--- src/rtl/opn_pkg.sv ---
package opn_pkg;

    // Vector types with a meaning on the host side
    typedef logic [7:0] reg_addr_t;   // Selected register number
    typedef logic [7:0] reg_data_t;   // Byte written by the host
    typedef logic [2:0] ch_sel_t;     // {part, addr[1:0]}
    typedef logic [1:0] op_sel_t;     // Operator slot
    typedef logic [9:0] timer_a_t;
    typedef logic [7:0] timer_b_t;
    typedef logic [8:0] pcm_t;        // DAC sample
    typedef logic [1:0] div_sel_t;    // Prescaler selection
    typedef logic [2:0] ch_upd_t;     // One-hot channel register strobes
    typedef logic [6:0] op_upd_t;     // One-hot operator register strobes

    // Global register map
    localparam reg_addr_t REG_TESTYM  = 8'h21;
    localparam reg_addr_t REG_LFO     = 8'h22;
    localparam reg_addr_t REG_CLKA1   = 8'h24;
    localparam reg_addr_t REG_CLKA2   = 8'h25;
    localparam reg_addr_t REG_CLKB    = 8'h26;
    localparam reg_addr_t REG_TIMER   = 8'h27;
    localparam reg_addr_t REG_KON     = 8'h28;
    localparam reg_addr_t REG_PCM     = 8'h2A;
    localparam reg_addr_t REG_PCM_EN  = 8'h2B;
    localparam reg_addr_t REG_DACTEST = 8'h2C;

    // Prescaler writes ignore the data byte
    localparam reg_addr_t REG_CLK_N6  = 8'h2D;
    localparam reg_addr_t REG_CLK_N3  = 8'h2E;
    localparam reg_addr_t REG_CLK_N2  = 8'h2F;

    // Busy length in synthesis clock enables
    localparam int BUSY_CYCLES = 32;

endpackage

--- src/rtl/opn_bus_latch.sv ---
`timescale 1ns/1ps

module opn_bus_latch
    import opn_pkg::*;
(
    input  logic      clk,
    input  logic      rst,
    input  reg_data_t din,
    input  logic      write,
    input  logic [1:0] addr,
    output logic      data_wr,
    output reg_addr_t sel_reg,
    output logic      part,
    output reg_data_t data
);

    logic write_q;   // Previous value of write
    logic write_rise;

    // Writes act once per host access
    assign write_rise = write & ~write_q;

    always_ff @(posedge clk) begin
        if (rst) begin
            write_q <= 1'b0;
        end else begin
            write_q <= write;
        end
    end

    always_ff @(posedge clk) begin
        if (rst) begin
            sel_reg <= '0;
            part    <= 1'b0;
            data    <= '0;
            data_wr <= 1'b0;
        end else begin
            data_wr <= write_rise & addr[0];
            if (write_rise) begin
                if (!addr[0]) begin
                    sel_reg <= din;
                    part    <= addr[1];   // Upper register bank
                end else begin
                    data <= din;
                end
            end
        end
    end

endmodule

--- src/rtl/opn_global_regs.sv ---
`timescale 1ns/1ps

module opn_global_regs
    import opn_pkg::*;
#(
    parameter int USE_PCM = 1
) (
    input  logic       clk,
    input  logic       rst,
    input  logic       clk_en,
    input  logic       data_wr,
    input  reg_addr_t  sel_reg,
    input  reg_data_t  data,
    output div_sel_t   div_sel,
    output logic       eg_stop,
    output logic       pg_stop,
    output logic       fast_timers,
    output timer_a_t   value_a,
    output timer_b_t   value_b,
    output logic       load_a,
    output logic       load_b,
    output logic       enable_irq_a,
    output logic       enable_irq_b,
    output logic       clr_flag_a,
    output logic       clr_flag_b,
    output logic       csm,
    output logic       effect,
    output logic [2:0] lfo_freq,
    output logic       lfo_en,
    output pcm_t       pcm,
    output logic       pcm_en,
    output logic       pcm_wr
);

    always_ff @(posedge clk) begin
        if (rst) begin
            div_sel      <= 2'b11;   // Slowest clock out of reset
            eg_stop      <= 1'b0;
            pg_stop      <= 1'b0;
            fast_timers  <= 1'b0;
            value_a      <= '0;
            value_b      <= '0;
            {clr_flag_b, clr_flag_a, enable_irq_b, enable_irq_a, load_b, load_a} <= '0;
            csm          <= 1'b0;
            effect       <= 1'b0;
            lfo_freq     <= '0;
            lfo_en       <= 1'b0;
            pcm          <= '0;
            pcm_en       <= 1'b0;
            pcm_wr       <= 1'b0;
        end else begin
            pcm_wr <= 1'b0;   // Single-cycle pulse
            if (data_wr) begin
                case (sel_reg)
                    REG_TESTYM: begin
                        eg_stop     <= data[5];
                        pg_stop     <= data[3];
                        fast_timers <= data[2];
                    end
                    REG_CLKA1: value_a[9:2] <= data;
                    REG_CLKA2: value_a[1:0] <= data[1:0];
                    REG_CLKB:  value_b      <= data;
                    REG_TIMER: begin
                        effect <= |data[7:6];
                        csm    <= data[7:6] == 2'b10;
                        {clr_flag_b, clr_flag_a, enable_irq_b, enable_irq_a,
                         load_b, load_a} <= data[5:0];
                    end
                    REG_LFO:    {lfo_en, lfo_freq} <= data[3:0];
                    REG_CLK_N6: div_sel[1] <= 1'b1;
                    REG_CLK_N3: div_sel[0] <= 1'b1;
                    REG_CLK_N2: div_sel    <= 2'b00;
                    default: ;
                endcase
                if (USE_PCM != 0) begin
                    case (sel_reg)
                        REG_PCM: begin
                            // Offset binary to 9 bits with the LSB set
                            pcm    <= {~data[7], data[6:0], 1'b1};
                            pcm_wr <= 1'b1;
                        end
                        REG_DACTEST: pcm[0] <= data[3];
                        REG_PCM_EN:  pcm_en <= data[7];
                        default: ;
                    endcase
                end
            end else if (clk_en) begin
                clr_flag_a <= 1'b0;   // Seen by the timers for one clk_en
                clr_flag_b <= 1'b0;
            end
        end
    end

endmodule

--- src/rtl/opn_update_decode.sv ---
`timescale 1ns/1ps

module opn_update_decode
    import opn_pkg::*;
(
    input  logic      clk,
    input  logic      rst,
    input  logic      data_wr,
    input  logic      part,
    input  reg_addr_t sel_reg,
    input  reg_data_t data,
    output reg_data_t reg_data,
    output logic      up_keyon,
    output ch_sel_t   up_ch,
    output op_sel_t   up_op,
    output ch_upd_t   up_chreg,
    output op_upd_t   up_opreg
);

    ch_upd_t ch_hit;
    op_upd_t op_hit;

    // Which operator bank register gets the byte
    always_comb begin
        ch_hit = '0;
        op_hit = '0;
        if (sel_reg[1:0] != 2'b11) begin   // Slot 3 of each group is unused
            casez (sel_reg)
                8'hA0, 8'hA1, 8'hA2: ch_hit = 3'b001;   // Fnum low
                8'hB0, 8'hB1, 8'hB2: ch_hit = 3'b010;   // FB and algorithm
                8'hB4, 8'hB5, 8'hB6: ch_hit = 3'b100;   // PMS/AMS
                8'h3?: op_hit = 7'h01;
                8'h4?: op_hit = 7'h02;
                8'h5?: op_hit = 7'h04;
                8'h6?: op_hit = 7'h08;
                8'h7?: op_hit = 7'h10;
                8'h8?: op_hit = 7'h20;
                8'h9?: op_hit = 7'h40;
                default: ;
            endcase
        end
    end

    always_ff @(posedge clk) begin
        if (rst) begin
            reg_data <= '0;
            up_ch    <= '0;
            up_op    <= '0;
            up_keyon <= 1'b0;
            up_chreg <= '0;
            up_opreg <= '0;
        end else begin
            up_keyon <= data_wr && sel_reg == REG_KON;
            up_chreg <= data_wr ? ch_hit : '0;
            up_opreg <= data_wr ? op_hit : '0;
            if (data_wr) begin
                reg_data <= data;
                up_ch    <= {part, sel_reg[1:0]};
                up_op    <= sel_reg[3:2];   // 0=S1, 1=S3, 2=S2, 3=S4
            end
        end
    end

endmodule

--- src/rtl/opn_prescaler.sv ---
`timescale 1ns/1ps

module opn_prescaler
    import opn_pkg::*;
(
    input  logic     clk,
    input  logic     rst,
    input  logic     cen,
    input  div_sel_t div_sel,
    output logic     clk_en
);

    logic [2:0] cnt;
    logic [2:0] cnt_max;
    div_sel_t   div_q;   // Selection the counter runs with

    always_comb begin
        case (div_sel)
            2'b00:   cnt_max = 3'd1;   // Divide by 2
            2'b01:   cnt_max = 3'd2;   // Divide by 3
            default: cnt_max = 3'd5;   // Divide by 6
        endcase
    end

    assign clk_en = cen & (cnt == cnt_max);

    always_ff @(posedge clk) begin
        if (rst) begin
            cnt   <= '0;
            div_q <= 2'b11;
        end else begin
            div_q <= div_sel;
            if (div_sel != div_q) begin
                cnt <= '0;   // New ratio starts a fresh period
            end else if (cen) begin
                cnt <= (cnt == cnt_max) ? 3'd0 : cnt + 3'd1;
            end
        end
    end

endmodule

--- src/rtl/opn_busy_timer.sv ---
`timescale 1ns/1ps

module opn_busy_timer
    import opn_pkg::*;
(
    input  logic clk,
    input  logic rst,
    input  logic clk_en,
    input  logic data_wr,
    output logic busy
);

    localparam int CNT_W = $clog2(BUSY_CYCLES);

    logic [CNT_W-1:0] cnt;

    always_ff @(posedge clk) begin
        if (rst) begin
            busy <= 1'b0;
            cnt  <= '0;
        end else if (data_wr) begin
            // Any data write restarts the count
            busy <= 1'b1;
            cnt  <= '0;
        end else if (clk_en && busy) begin
            if (cnt == CNT_W'(BUSY_CYCLES - 1)) begin
                busy <= 1'b0;
            end
            cnt <= cnt + 1'b1;
        end
    end

endmodule

--- src/rtl/opn_mmr.sv ---
`timescale 1ns/1ps

module opn_mmr
    import opn_pkg::*;
#(
    parameter int USE_PCM = 1
) (
    input  logic       clk,
    input  logic       rst,
    input  logic       cen,
    input  reg_data_t  din,
    input  logic       write,
    input  logic [1:0] addr,
    output logic       clk_en,
    output logic       busy,
    // Global registers
    output logic       eg_stop,
    output logic       pg_stop,
    output logic       fast_timers,
    output timer_a_t   value_a,
    output timer_b_t   value_b,
    output logic       load_a,
    output logic       load_b,
    output logic       enable_irq_a,
    output logic       enable_irq_b,
    output logic       clr_flag_a,
    output logic       clr_flag_b,
    output logic       csm,
    output logic       effect,
    output logic [2:0] lfo_freq,
    output logic       lfo_en,
    output pcm_t       pcm,
    output logic       pcm_en,
    output logic       pcm_wr,
    // Towards the operator register bank
    output reg_data_t  reg_data,
    output logic       up_keyon,
    output ch_sel_t    up_ch,
    output op_sel_t    up_op,
    output ch_upd_t    up_chreg,
    output op_upd_t    up_opreg
);

    logic      data_wr;
    reg_addr_t sel_reg;
    logic      part;
    reg_data_t data;
    div_sel_t  div_sel;

    opn_bus_latch u_bus_latch (
        .clk     (clk),
        .rst     (rst),
        .din     (din),
        .write   (write),
        .addr    (addr),
        .data_wr (data_wr),
        .sel_reg (sel_reg),
        .part    (part),
        .data    (data)
    );

    opn_global_regs #(
        .USE_PCM (USE_PCM)
    ) u_global_regs (
        .clk (clk), .rst (rst), .clk_en (clk_en), .data_wr (data_wr),
        .sel_reg (sel_reg), .data (data), .div_sel (div_sel),
        .eg_stop (eg_stop), .pg_stop (pg_stop), .fast_timers (fast_timers),
        .value_a (value_a), .value_b (value_b), .load_a (load_a), .load_b (load_b),
        .enable_irq_a (enable_irq_a), .enable_irq_b (enable_irq_b),
        .clr_flag_a (clr_flag_a), .clr_flag_b (clr_flag_b),
        .csm (csm), .effect (effect), .lfo_freq (lfo_freq), .lfo_en (lfo_en),
        .pcm (pcm), .pcm_en (pcm_en), .pcm_wr (pcm_wr)
    );

    opn_update_decode u_update_decode (
        .clk (clk), .rst (rst), .data_wr (data_wr), .part (part),
        .sel_reg (sel_reg), .data (data), .reg_data (reg_data),
        .up_keyon (up_keyon), .up_ch (up_ch), .up_op (up_op),
        .up_chreg (up_chreg), .up_opreg (up_opreg)
    );

    opn_prescaler u_prescaler (
        .clk (clk), .rst (rst), .cen (cen), .div_sel (div_sel), .clk_en (clk_en)
    );

    opn_busy_timer u_busy_timer (
        .clk (clk), .rst (rst), .clk_en (clk_en), .data_wr (data_wr), .busy (busy)
    );

endmodule

--- config.mk ---
export PLATFORM = sky130hd
export DESIGN_NAME = opn_mmr
export DESIGN_NICKNAME = d
export VERILOG_FILES = /design/src/rtl/opn_pkg.sv /design/src/rtl/opn_bus_latch.sv /design/src/rtl/opn_global_regs.sv /design/src/rtl/opn_update_decode.sv /design/src/rtl/opn_prescaler.sv /design/src/rtl/opn_busy_timer.sv /design/src/rtl/opn_mmr.sv
export SDC_FILE = /design/constraint.sdc
export NUM_CORES = 1
export LEC_CHECK = 0
export ABC_AREA = 1
export ABC_CLOCK_PERIOD_IN_PS = 1200
export BUFFER_PORTS_ARGS = -buffer_cell sky130_fd_sc_hd__buf_2
export CAP_MARGIN = 20
export CORE_AREA = 2 2 100 83
export CTS_BUF_LIST = sky130_fd_sc_hd__clkbuf_8
export CTS_CLUSTER_DIAMETER = 50
export DETAILED_ROUTE_END_ITERATION = 12
export DIE_AREA = 0 0 102 85
export PLACE_DENSITY = 0.86
export SLEW_MARGIN = 20
export SYNTH_ARGS = -nofsm -noshare
export SYNTH_HDL_FRONTEND = slang
export SYNTH_SLANG_ARGS = --single-unit
export TNS_END_PERCENT = 30
--- constraint.sdc ---
create_clock -name clk -period 1.2 [get_ports clk]
set_input_delay 0.12 -clock clk [delete_from_list [all_inputs] [get_ports clk]]
set_output_delay 0.12 -clock clk [all_outputs]
set_load 0.05 [all_outputs]
* Word level (Yosys, flattened, before mapping)
Index checks and enable logic that the tools add are counted.
** Operators by class
- Equality and inequality tests :: 36
- $add $sub $neg :: 2
- Multiplexer cells :: 16
- Bitwise logic cells :: 8
- Reduce and logical (&&, ||, !) cells :: 32
** Operators with widths (count)
- 8-bit by 6-bit == test with 1-bit output, second input constant :: 13
- 8-bit == test, second input constant :: 9
- 7-bit one-hot mux with 7 select lines :: 1
- 2-bit AND reduction :: 15
- 4-bit by 3-bit == test with 1-bit output, second input constant :: 4
- 2-bit nonzero test :: 6
- 3-bit OR reduction :: 4
- 1-bit two-way mux :: 9
- 3-bit one-hot mux with 3 select lines :: 1
- 4-bit == test, second input constant :: 2
- 2-bit OR reduction :: 4
- 1-bit one-hot mux with 2 select lines :: 3
- 3-bit one-hot mux with 2 select lines :: 1
- 5-bit by 1-bit adder with 5-bit output, second input constant :: 1
- 5-bit == test, second input constant :: 1
- 1-bit NOT :: 5
- 4-bit by 2-bit == test with 1-bit output, second input constant :: 1
- 3-bit by 1-bit adder with 3-bit output, second input constant :: 1
- 1-bit bitwise AND :: 3
- 3-bit == test :: 1
- 3-bit two-way mux :: 1
- 2-bit by 1-bit == test with 1-bit output, second input constant :: 1
- 2-bit == test, second input constant :: 1
- 1-bit logical AND :: 2
- 4 further kinds :: 4
** Word-level totals
- Bits in registers :: 100
- Word-level logic and storage cells :: 131

* Logic depth before layout (Yosys ltp)
Gate-level depths: netlist of the first run.
- Word-level depth :: 7
- Mapped depth :: 9
- Mapped depth without buffers :: 9

* By module
From an unflattened synthesis of the first run, not the netlist that was laid out.
** Second synthesis, totals
- Cell total of the unflattened synthesis :: 562
- Area total of the unflattened synthesis :: 4129.0 um^2
** By module, submodules not included
- opn_global_regs :: area an instance 1933.1 um^2, seq. area each 920.9 um^2, instances 1, cells each 261
- opn_update_decode :: area an instance 868.3 um^2, seq. area each 480.5 um^2, instances 1, cells each 104
- opn_bus_latch :: area an instance 772.0 um^2, seq. area each 380.4 um^2, instances 1, cells each 115
- opn_busy_timer :: area an instance 280.3 um^2, seq. area each 120.1 um^2, instances 1, cells each 37
- opn_prescaler :: area an instance 275.3 um^2, seq. area each 100.1 um^2, instances 1, cells each 45

* Least setup slack after synthesis of the first run
OpenSTA, ideal clock, no wires.
- Path type :: reg2reg
- Start :: reg u_global_regs.div_sel[1]
- End :: reg u_global_regs.clr_flag_b
- Period minus slack after synthesis :: 1356 ps
- Path slack :: -156 ps
- Stages on the path, launching flop included :: 8
- Library setup time :: 117 ps
- Data arrival time :: 1239 ps
- Path through :: dfxtp_1 -> inv_2 -> nand2_1 -> nand3_1 -> nor2_4 -> nand2_1 -> nand3_1 -> o21ai_1
** On the way
- Word-level cells in the longest chain between the ends :: 6
- Elaborated cells between the ends (all ways) :: 7
** RTL lines
- start, declared :: line opn_global_regs.sv:14 : output div_sel_t div_sel,
- start signal, assigned :: line opn_global_regs.sv:37 : div_sel <= 2'b11;
- start signal, assigned :: line opn_global_regs.sv:70 : REG_CLK_N6: div_sel[1] <= 1'b1;
- start signal, assigned :: line opn_global_regs.sv:72 : REG_CLK_N2: div_sel <= 2'b00;
- 2-bit by 1-bit == test with 1-bit output or 2-bit logical NOT (tied branches) :: line opn_prescaler.sv:18 : case (div_sel)
- 3-bit one-hot mux with 2 select lines * :: line opn_prescaler.sv:18
- 3-bit == test * :: line opn_prescaler.sv:25 : assign clk_en = cen & (cnt == cnt_max);
- 1-bit bitwise AND * :: line opn_prescaler.sv:25
- net clk_en :: line opn_mmr.sv:14 : output logic clk_en,
- 2-bit nonzero test (no source line) *
- 2-bit AND reduction (no source line) *
- end signal, assigned :: line opn_global_regs.sv:43 : {clr_flag_b, clr_flag_a, enable_irq_b, enable_irq_a, load_b, load_a} <= '0;
- end signal, assigned :: line opn_global_regs.sv:89 : clr_flag_b <= 1'b0;
- end, declared :: line opn_global_regs.sv:25 : output logic clr_flag_b,
Mark *: on every way through the listed nets, which the timed path passes. The rest lies on a longest branch.
A chain may end at the register's enable or synchronous reset.

* Final worst setup path of the first run
- Start :: reg u_bus_latch.sel_reg[4]
- End :: reg u_global_regs.pcm[0]
** On the way
- Word-level cells in the longest chain between the ends :: 3
- Elaborated cells between the ends (all ways) :: 5
** RTL lines
- start, declared :: line opn_bus_latch.sv:12 : output reg_addr_t sel_reg,
- start signal, assigned :: line opn_bus_latch.sv:41 : sel_reg <= din;
- 8-bit by 6-bit == test with 1-bit output :: line opn_global_regs.sv:76 : case (sel_reg)
- 2-bit nonzero test (no source line)
- 2-bit AND reduction (no source line)
- end signal, assigned :: line opn_global_regs.sv:79 : pcm <= {~data[7], data[6:0], 1'b1};
- end signal, assigned :: line opn_global_regs.sv:82 : REG_DACTEST: pcm[0] <= data[3];
- end, declared :: line opn_global_regs.sv:30 : output pcm_t pcm,
Parallel ways exist; a longest one is shown, timed or not.

==> flow_metrics.py, run 1 <==
metrics = {
    "sta": {
        "setup_viol": 55,
        "hold_viol_final": 0,
        "period_share": 1.17,
        "tightest_slew_ps": 450,
        "setup_tns_ps": -5440,
        "worst_slack_ps": -204,
        "clock-skew-final_ps": 4.35,
        "slew_headroom": 0.699,
        "rsz0062_at_grt": "yes",
        "timing.fmax_ghz": 0.712,
        "fin_crit_ps": 1400,
        "finalMaxSlewViolations": 0,
    },
    "clock_network": {
        "cts_tree": "done",
        "htreeDepth": 3,
        "path_clk_slew_ps": 90,
        "clk_latency_ps": 370,
        "cts-buffers-inserted": 9,
        "clock_path_buffers": 2,
        "cts_sinks": 100,
        "clock-root-buffer": "clkbuf_8",
    },
    "synthesis": {
        "syn_avg_cell_area_um2": 7.80,
        "synth_most_common_cell": "dfxtp_1",
        "ys_ff_latch": 100,
        "ys_types": 25,
        "syn_area_mm2": 0.00372,
        "synthFlopType": "dfxtp_1",
        "async_flop_share": 0,
        "synth_edf_count": 0,
        "synthTopCellsByArea": "dfxtp_1 (54%), nor2_1 (9.5%), o21ai_0 (9.0%)",
        "netlist_top_cells_count": "dfxtp_1 (100), nor2_1 (94), o21ai_0 (67)",
        "yosysWarnings": 0,
        "syn_nets": 494,
        "yosysSeqAreaShare": 0.538,
        "synth_top_area_frac": 0.538,
        "yosys.area.top_type": "dfxtp_1",
        "syn-instance-count": 477,
    },
    "cells_and_area": {
        "ff_latch_area_mm2": 0.00203,
        "drive_gt1_frac": 0.403,
        "largest_reg_flops": 10,
        "postLayoutCellArea_mm2": 0.00526,
        "multi_input_area_mm2": 0.00174,
        "max_flop_register": "u_global_regs.value_a",
        "insertedDiodeCount": 0,
        "reg_top3": "u_global_regs.value_a (10), u_global_regs.pcm (9)",
        "final_net_count": 637,
        "area_growth_pct": 41.4,
        "fillers": 555,
    },
    "critical_path": {
        "crit_fanout": 5,
        "arrival_ps": 1680,
        "critPathCaptureType": "flop",
        "cp_data_required_time_ps": 1470,
        "setup.worst_path.class": "reg2reg",
        "cp-start-kind": "flop",
    },
    "placed_design": {
        "placed_area_mm2": 0.00455,
        "gp_congestion": 0.851,
        "port_buffers": 83,
        "dp_hpwl_um": 6870,
    },
    "global_routing": {
        "grt_pass1_vias": 3607,
        "antenna_found_initial": 0,
        "grt_pass1_wl_um": 17100,
        "grt_usage": 0.254,
        "grt_max_degree": 31,
        "grt_overflow_total": 0,
    },
    "power_and_ir_drop": {
        "clock_power_share": 0.335,
        "leakage_nw": 2.37,
        "pwr-share-comb": 0.096,
        "power_frac_seq": 0.569,
        "power.net_switching_mw": 1.56,
        "swShare": 0.257,
        "intPower_mw": 4.51,
        "ir_drop_v": 0.000626,
        "cellPowerDensity_mw_per_mm2": 1150,
    },
    "floorplanning": {
        "fp-row-count": 29,
        "ioPinCount": 84,
        "fp.dieH_um": 85,
        "die-area_mm2": 0.00867,
        "dieWidth_um": 102,
        "coreArea_mm2": 0.00769,
        "start_util": 0.484,
    },
    "detailed_routing": {
        "drc_errors": 0,
        "drt_iter0_drc": 220,
        "wirelength_um": 11600,
        "vias": 3947,
        "first_pass_iters": 5,
        "wl_per_cell_um": 15.8,
        "vias_per_cell": 5.38,
        "ant_nets": 0,
    },
    "run_status": {
        "failed_checks": "negative setup slack",
        "status": "complete, but fails checks",
    },
    "worst_hold_path": {
        "worstHoldPathType": "in2reg",
    },
    "job": {
        "maxCapViolCount": 0,
    },
}
## power by group through the flow
stage                     sequential [mW]  combinational [mW]  clock (mW)
after global placement               3.51               0.420           0
after floorplan                      3.52               0.214           0
final                                3.45               0.583        2.03
after CTS                            3.44               0.511        2.05
after global routing                 3.46               0.624        2.20
after detailed placement             3.51               0.432           0
## logic make-up (layout without fill, tap and decap cells)
logic type,count (synthesis),in the layout,synth area share
AOI/OAI and AO/OA,106,106,0.144
xor gates and xnor gates,3,3,0.00706
DFF,100,100,0.538
buffers and inverters,68,213,0.0750
and+or+nand+nor,197,200,0.226
adders and majority gates,3,3,0.0101
## per-layer routing
metal | up-vias | track usage | wire (um)
met4 | 0 | 0.114 | 428
met1 | 1814 | 0.313 | 4560
li1 | 1827 | - | -
met5 | - | 0.0118 | 0
met2 | 260 | 0.419 | 5470
met3 | 46 | 0.0634 | 1100
## path summary, 6_finish.rpt
path,from,slack [ps],cells after the start,endpoint
worst min register to register,u_bus_latch.part,450,2,u_bus_latch.part
worst max register to register,u_bus_latch.sel_reg[4],-200,10,u_global_regs.pcm[0]
worst max-delay path,u_bus_latch.sel_reg[4],-200,10,u_global_regs.pcm[0]
worst min-delay path,din[5],50,3,u_bus_latch.sel_reg[5]
## worst max-delay path: stages (launching register included)
cell     delay [ps]
dfxtp_2         330
inv_2            70
nand2_4          60
nor2_4          200
buf_6           130
nand2_4          60
inv_6           100
buf_6            90
nand4_1         100
nand2_1         110
nor2_1           50
## layout make-up
| type | instances | share of cell area |
|---|---|---|
| clock inverter | 4 | 0.00452 |
| multi-input combinational | 312 | 0.331 |
| inverter | 54 | 0.0445 |
| tap | 108 | 0.0257 |
| sequential | 100 | 0.386 |
| timing repair buffer | 143 | 0.177 |
| clock buffer | 12 | 0.0314 |
## per-stage QoR
step / util / power, mW / hold WS, ps / setup slack (ps) / cells
2_1_floorplan: - / 3.74 / 227 / -84.5 / 477
3_3_place_gp: 0.591 / 3.93 / 353 / -153 / 696
3_5_place_dp: 0.591 / 3.94 / 356 / -229 / 696
4_1_cts: 0.655 / 6.01 / 34.4 / -181 / 729
5_1_grt: 0.684 / 6.28 / 51.9 / -255 / 733
6_report: 0.684 / 6.07 / 49.6 / -204 / 733
## cells in the final DEF, fill, tap and decap left out, types with 5 or more instances in the layout
cell type  Yosys  layout
o21ai_1        2      24
nor2_1        94      78
buf_6          3       8
nand3_2        1       6
nor2_2         2      12
inv_1         49      36
nand2_4        0       5
nand2_2        2       7
nand2_1       65      55
nand3_4        1       5
dfxtp_4        0       5
o21ai_0       67      32
buf_2          1      80
a21oi_1       34      32
nor2_4         3       9
o21ai_2        0      13
buf_4          0      51
dfxtp_2        0       7
inv_2          5      12
clkbuf_8       0      12
dfxtp_1      100      88
nand3_1       19      12
## repair_timing
action	CTS	global route
hold endpoints to repair	1	0
endpoints found under the setup margin	58	78
pin swaps	23	22
gates cloned	3	0
resized for setup	84	69
hold buffers	1	0
setup buffers	13	5
Note: power is estimated with default switching activity, not from simulation.
==> inputs of run 2 (changes only) <==
- CELL_PAD_IN_SITES_DETAIL_PLACEMENT: default -> 0
- CELL_PAD_IN_SITES_GLOBAL_PLACEMENT: default -> 1
- CORE_AREA: 2 2 100 83 -> 2 2 117 96
- DIE_AREA: 0 0 102 85 -> 0 0 119 98
==> run 2 against run 1 <==
  * The run still ends with negative setup slack left
  * Critical path depth decreased by 4
  * Final cell count grew 6.0%
  * Clock skew rose by 9.2 ps
  * Worst setup slack got worse by 8.7 ps
  * Design area up 3.0%
  * Global-route usage decreased by 7.7 points
  * Non-clock buffer count increased by 8
  * First-iteration DRC count rose by 15%
  * Flip-flop and latch count did not move
  * Register-to-register slack improved by 80 ps
  * Clock power decreased by 4%
  * Combinational power increased by 3.6%
  * Critical endpoint is now clk_en
  * Highest routed layer unchanged
==> flow_metrics.py, run 2 (same netlist as run 1, synthesis figures left out) <==
metrics = {
    "global_routing": {
        "antenna_found_initial": 0,
        "grt_usage": 0.178,
        "grt_overflow_total": 0,
        "grt_pass1_wl_um": 16400,
        "grt_max_degree": 41,
        "grt_pass1_vias": 3447,
    },
    "run_status": {
        "failed_checks": "negative setup slack",
        "status": "complete, but fails checks",
    },
    "placed_design": {
        "gp_congestion": 0.876,
        "placed_cells": 739,
        "dp_hpwl_um": 7350,
        "place_ws_ps": -210,
        "port_buffers": 83,
    },
    "clock_network": {
        "clock-root-buffer": "clkbuf_8",
        "path_clk_slew_ps": 100,
        "cts-buffers-inserted": 9,
        "cts_sinks": 100,
        "cts_tree": "done",
        "htreeDepth": 3,
        "clk_latency_ps": 370,
        "clock_path_buffers": 2,
    },
    "sta": {
        "tightest_slew_ps": 428,
        "worst_slack_ps": -213,
        "clock-skew-final_ps": 13.5,
        "hold_viol_final": 0,
        "timing.fmax_ghz": 0.708,
        "rsz0062_at_grt": "yes",
        "fin_crit_ps": 1410,
        "slew_headroom": 0.714,
        "finalMaxSlewViolations": 0,
        "period_share": 1.18,
        "setup_viol": 43,
    },
    "floorplanning": {
        "ioPinCount": 84,
        "coreArea_mm2": 0.0106,
        "fp-row-count": 34,
        "fp.dieH_um": 98,
        "dieWidth_um": 119,
        "die-area_mm2": 0.0117,
        "start_util": 0.351,
    },
    "cells_and_area": {
        "instances_no_fill": 777,
        "drive_gt1_frac": 0.423,
        "utilization": 0.512,
        "most-common-layout-cells": "dfxtp_1 (86), buf_2 (81), nor2_1 (78)",
        "layout_commonest_cell": "dfxtp_1",
        "max_flop_register": "u_global_regs.value_a",
        "insertedDiodeCount": 0,
        "final_net_count": 645,
        "area_growth_pct": 45.7,
        "reg_top3": "u_global_regs.value_a (10), u_global_regs.pcm (9)",
        "largest_reg_flops": 10,
    },
    "critical_path": {
        "crit_buf_inv": 2,
        "arrival_ps": 1290,
        "crit_fanout": 4,
        "critPathCaptureType": "output pin",
        "cp_data_required_time_ps": 1080,
        "cp-start-kind": "flop",
        "cp_slowest_cell": "dfxtp_4",
        "crit_chain": "inv_4, nand2_4, nand2_2, nand2_2, nor2_4, buf_6",
        "setup.worst_path.class": "reg2out",
        "critPathTopFamily": "flip-flops",
        "cp_common_cell": "nand2_2",
        "max_stage_delay_ps": 380,
    },
    "detailed_routing": {
        "vias_per_cell": 4.77,
        "drc_errors": 0,
        "ant_nets": 0,
        "wirelength_um": 10700,
        "drt_iter0_drc": 253,
        "wl_per_cell_um": 13.8,
        "first_pass_iters": 5,
        "vias": 3705,
    },
    "worst_hold_path": {
        "worstHoldPathType": "in2reg",
    },
    "job": {
        "maxCapViolCount": 0,
    },
    "power_and_ir_drop": {
        "leakage_nw": 2.44,
        "cellPowerDensity_mw_per_mm2": 1110,
        "ir_drop_v": 0.000730,
    },
}
[run 2: changes by cell type in the layout (fill, tap and decap cells not counted), sizes merged]
cell | before | now
inv | 54 | 55
clkbuf | 13 | 9
clkinv | 1 | 3
buf | 141 | 150
[run 2: path summary, 6_finish.rpt]
check	startpoint	end	slack (ps)	cells after the start
min	cen	u_prescaler.cnt[0]	30	3
min reg2reg	u_bus_latch.part	u_bus_latch.part	460	2
max	u_global_regs.div_sel[1]	clk_en	-210	6
max reg2reg	u_bus_latch.sel_reg[4]	u_global_regs.div_sel[1]	-120	10
[run 2: metrics by stage]
step | setup TNS [ps] | total power, mW | instance area [um^2] | hold slack (ps)
after floorplan | -531 | 3.74 | 3730 | 227
after global placement | -3370 | 3.96 | 4660 | 352
after detailed placement | -4350 | 3.97 | 4660 | 358
after CTS | -1010 | 5.95 | 5050 | 16.5
after global routing | -6700 | 6.26 | 5420 | 21.8
final | -2270 | 5.99 | 5420 | 31.5
[run 2: timing repair]
item / 4_1_cts / 5_1_grt
endpoints found under the hold margin: 1 / 0
buffers inserted: 10 / 9
hold buffers: 1 / 0
resized for setup: 64 / 103
setup endpoints to repair: 56 / 67
cloned: 1 / 2
pin swaps: 25 / 31
[run 2: routing by layer]
metal,up-vias,global-route usage,wire length [um]
met5,-,0,0
met4,0,0.0604,186
met3,16,0.0421,697
met2,117,0.278,4860
met1,1722,0.241,5000
li1,1850,-,-
[run 2: worst register-to-register path, cell delays in order, from the launching register on]
cell and delay, ps:
dfxtp_2 330, inv_2 70, nand2_4 60, nor2_4 160, buf_6 140, buf_4 100
buf_4 100, nand2_1 50, nor2_2 100, nand2_1 70, o211ai_1 70
[run 2: layout make-up]
cell class,count,area (um^2)
Timing Repair Buffer,151,1010
Tap cell,144,180
Inverter,54,234
Sequential cell,100,2040
Clock inverter,7,53.8
Fill cell,981,5170
Multi-Input combinational cell,312,1780
Clock buffer,9,124
[run 2: power by group]
group	total (mW)	switching, mW	internal, mW
logic	0.604	0.352	0.252
clock network	1.94	1.18	0.764
registers	3.45	0.0823	3.37
total	5.99	1.61	4.38
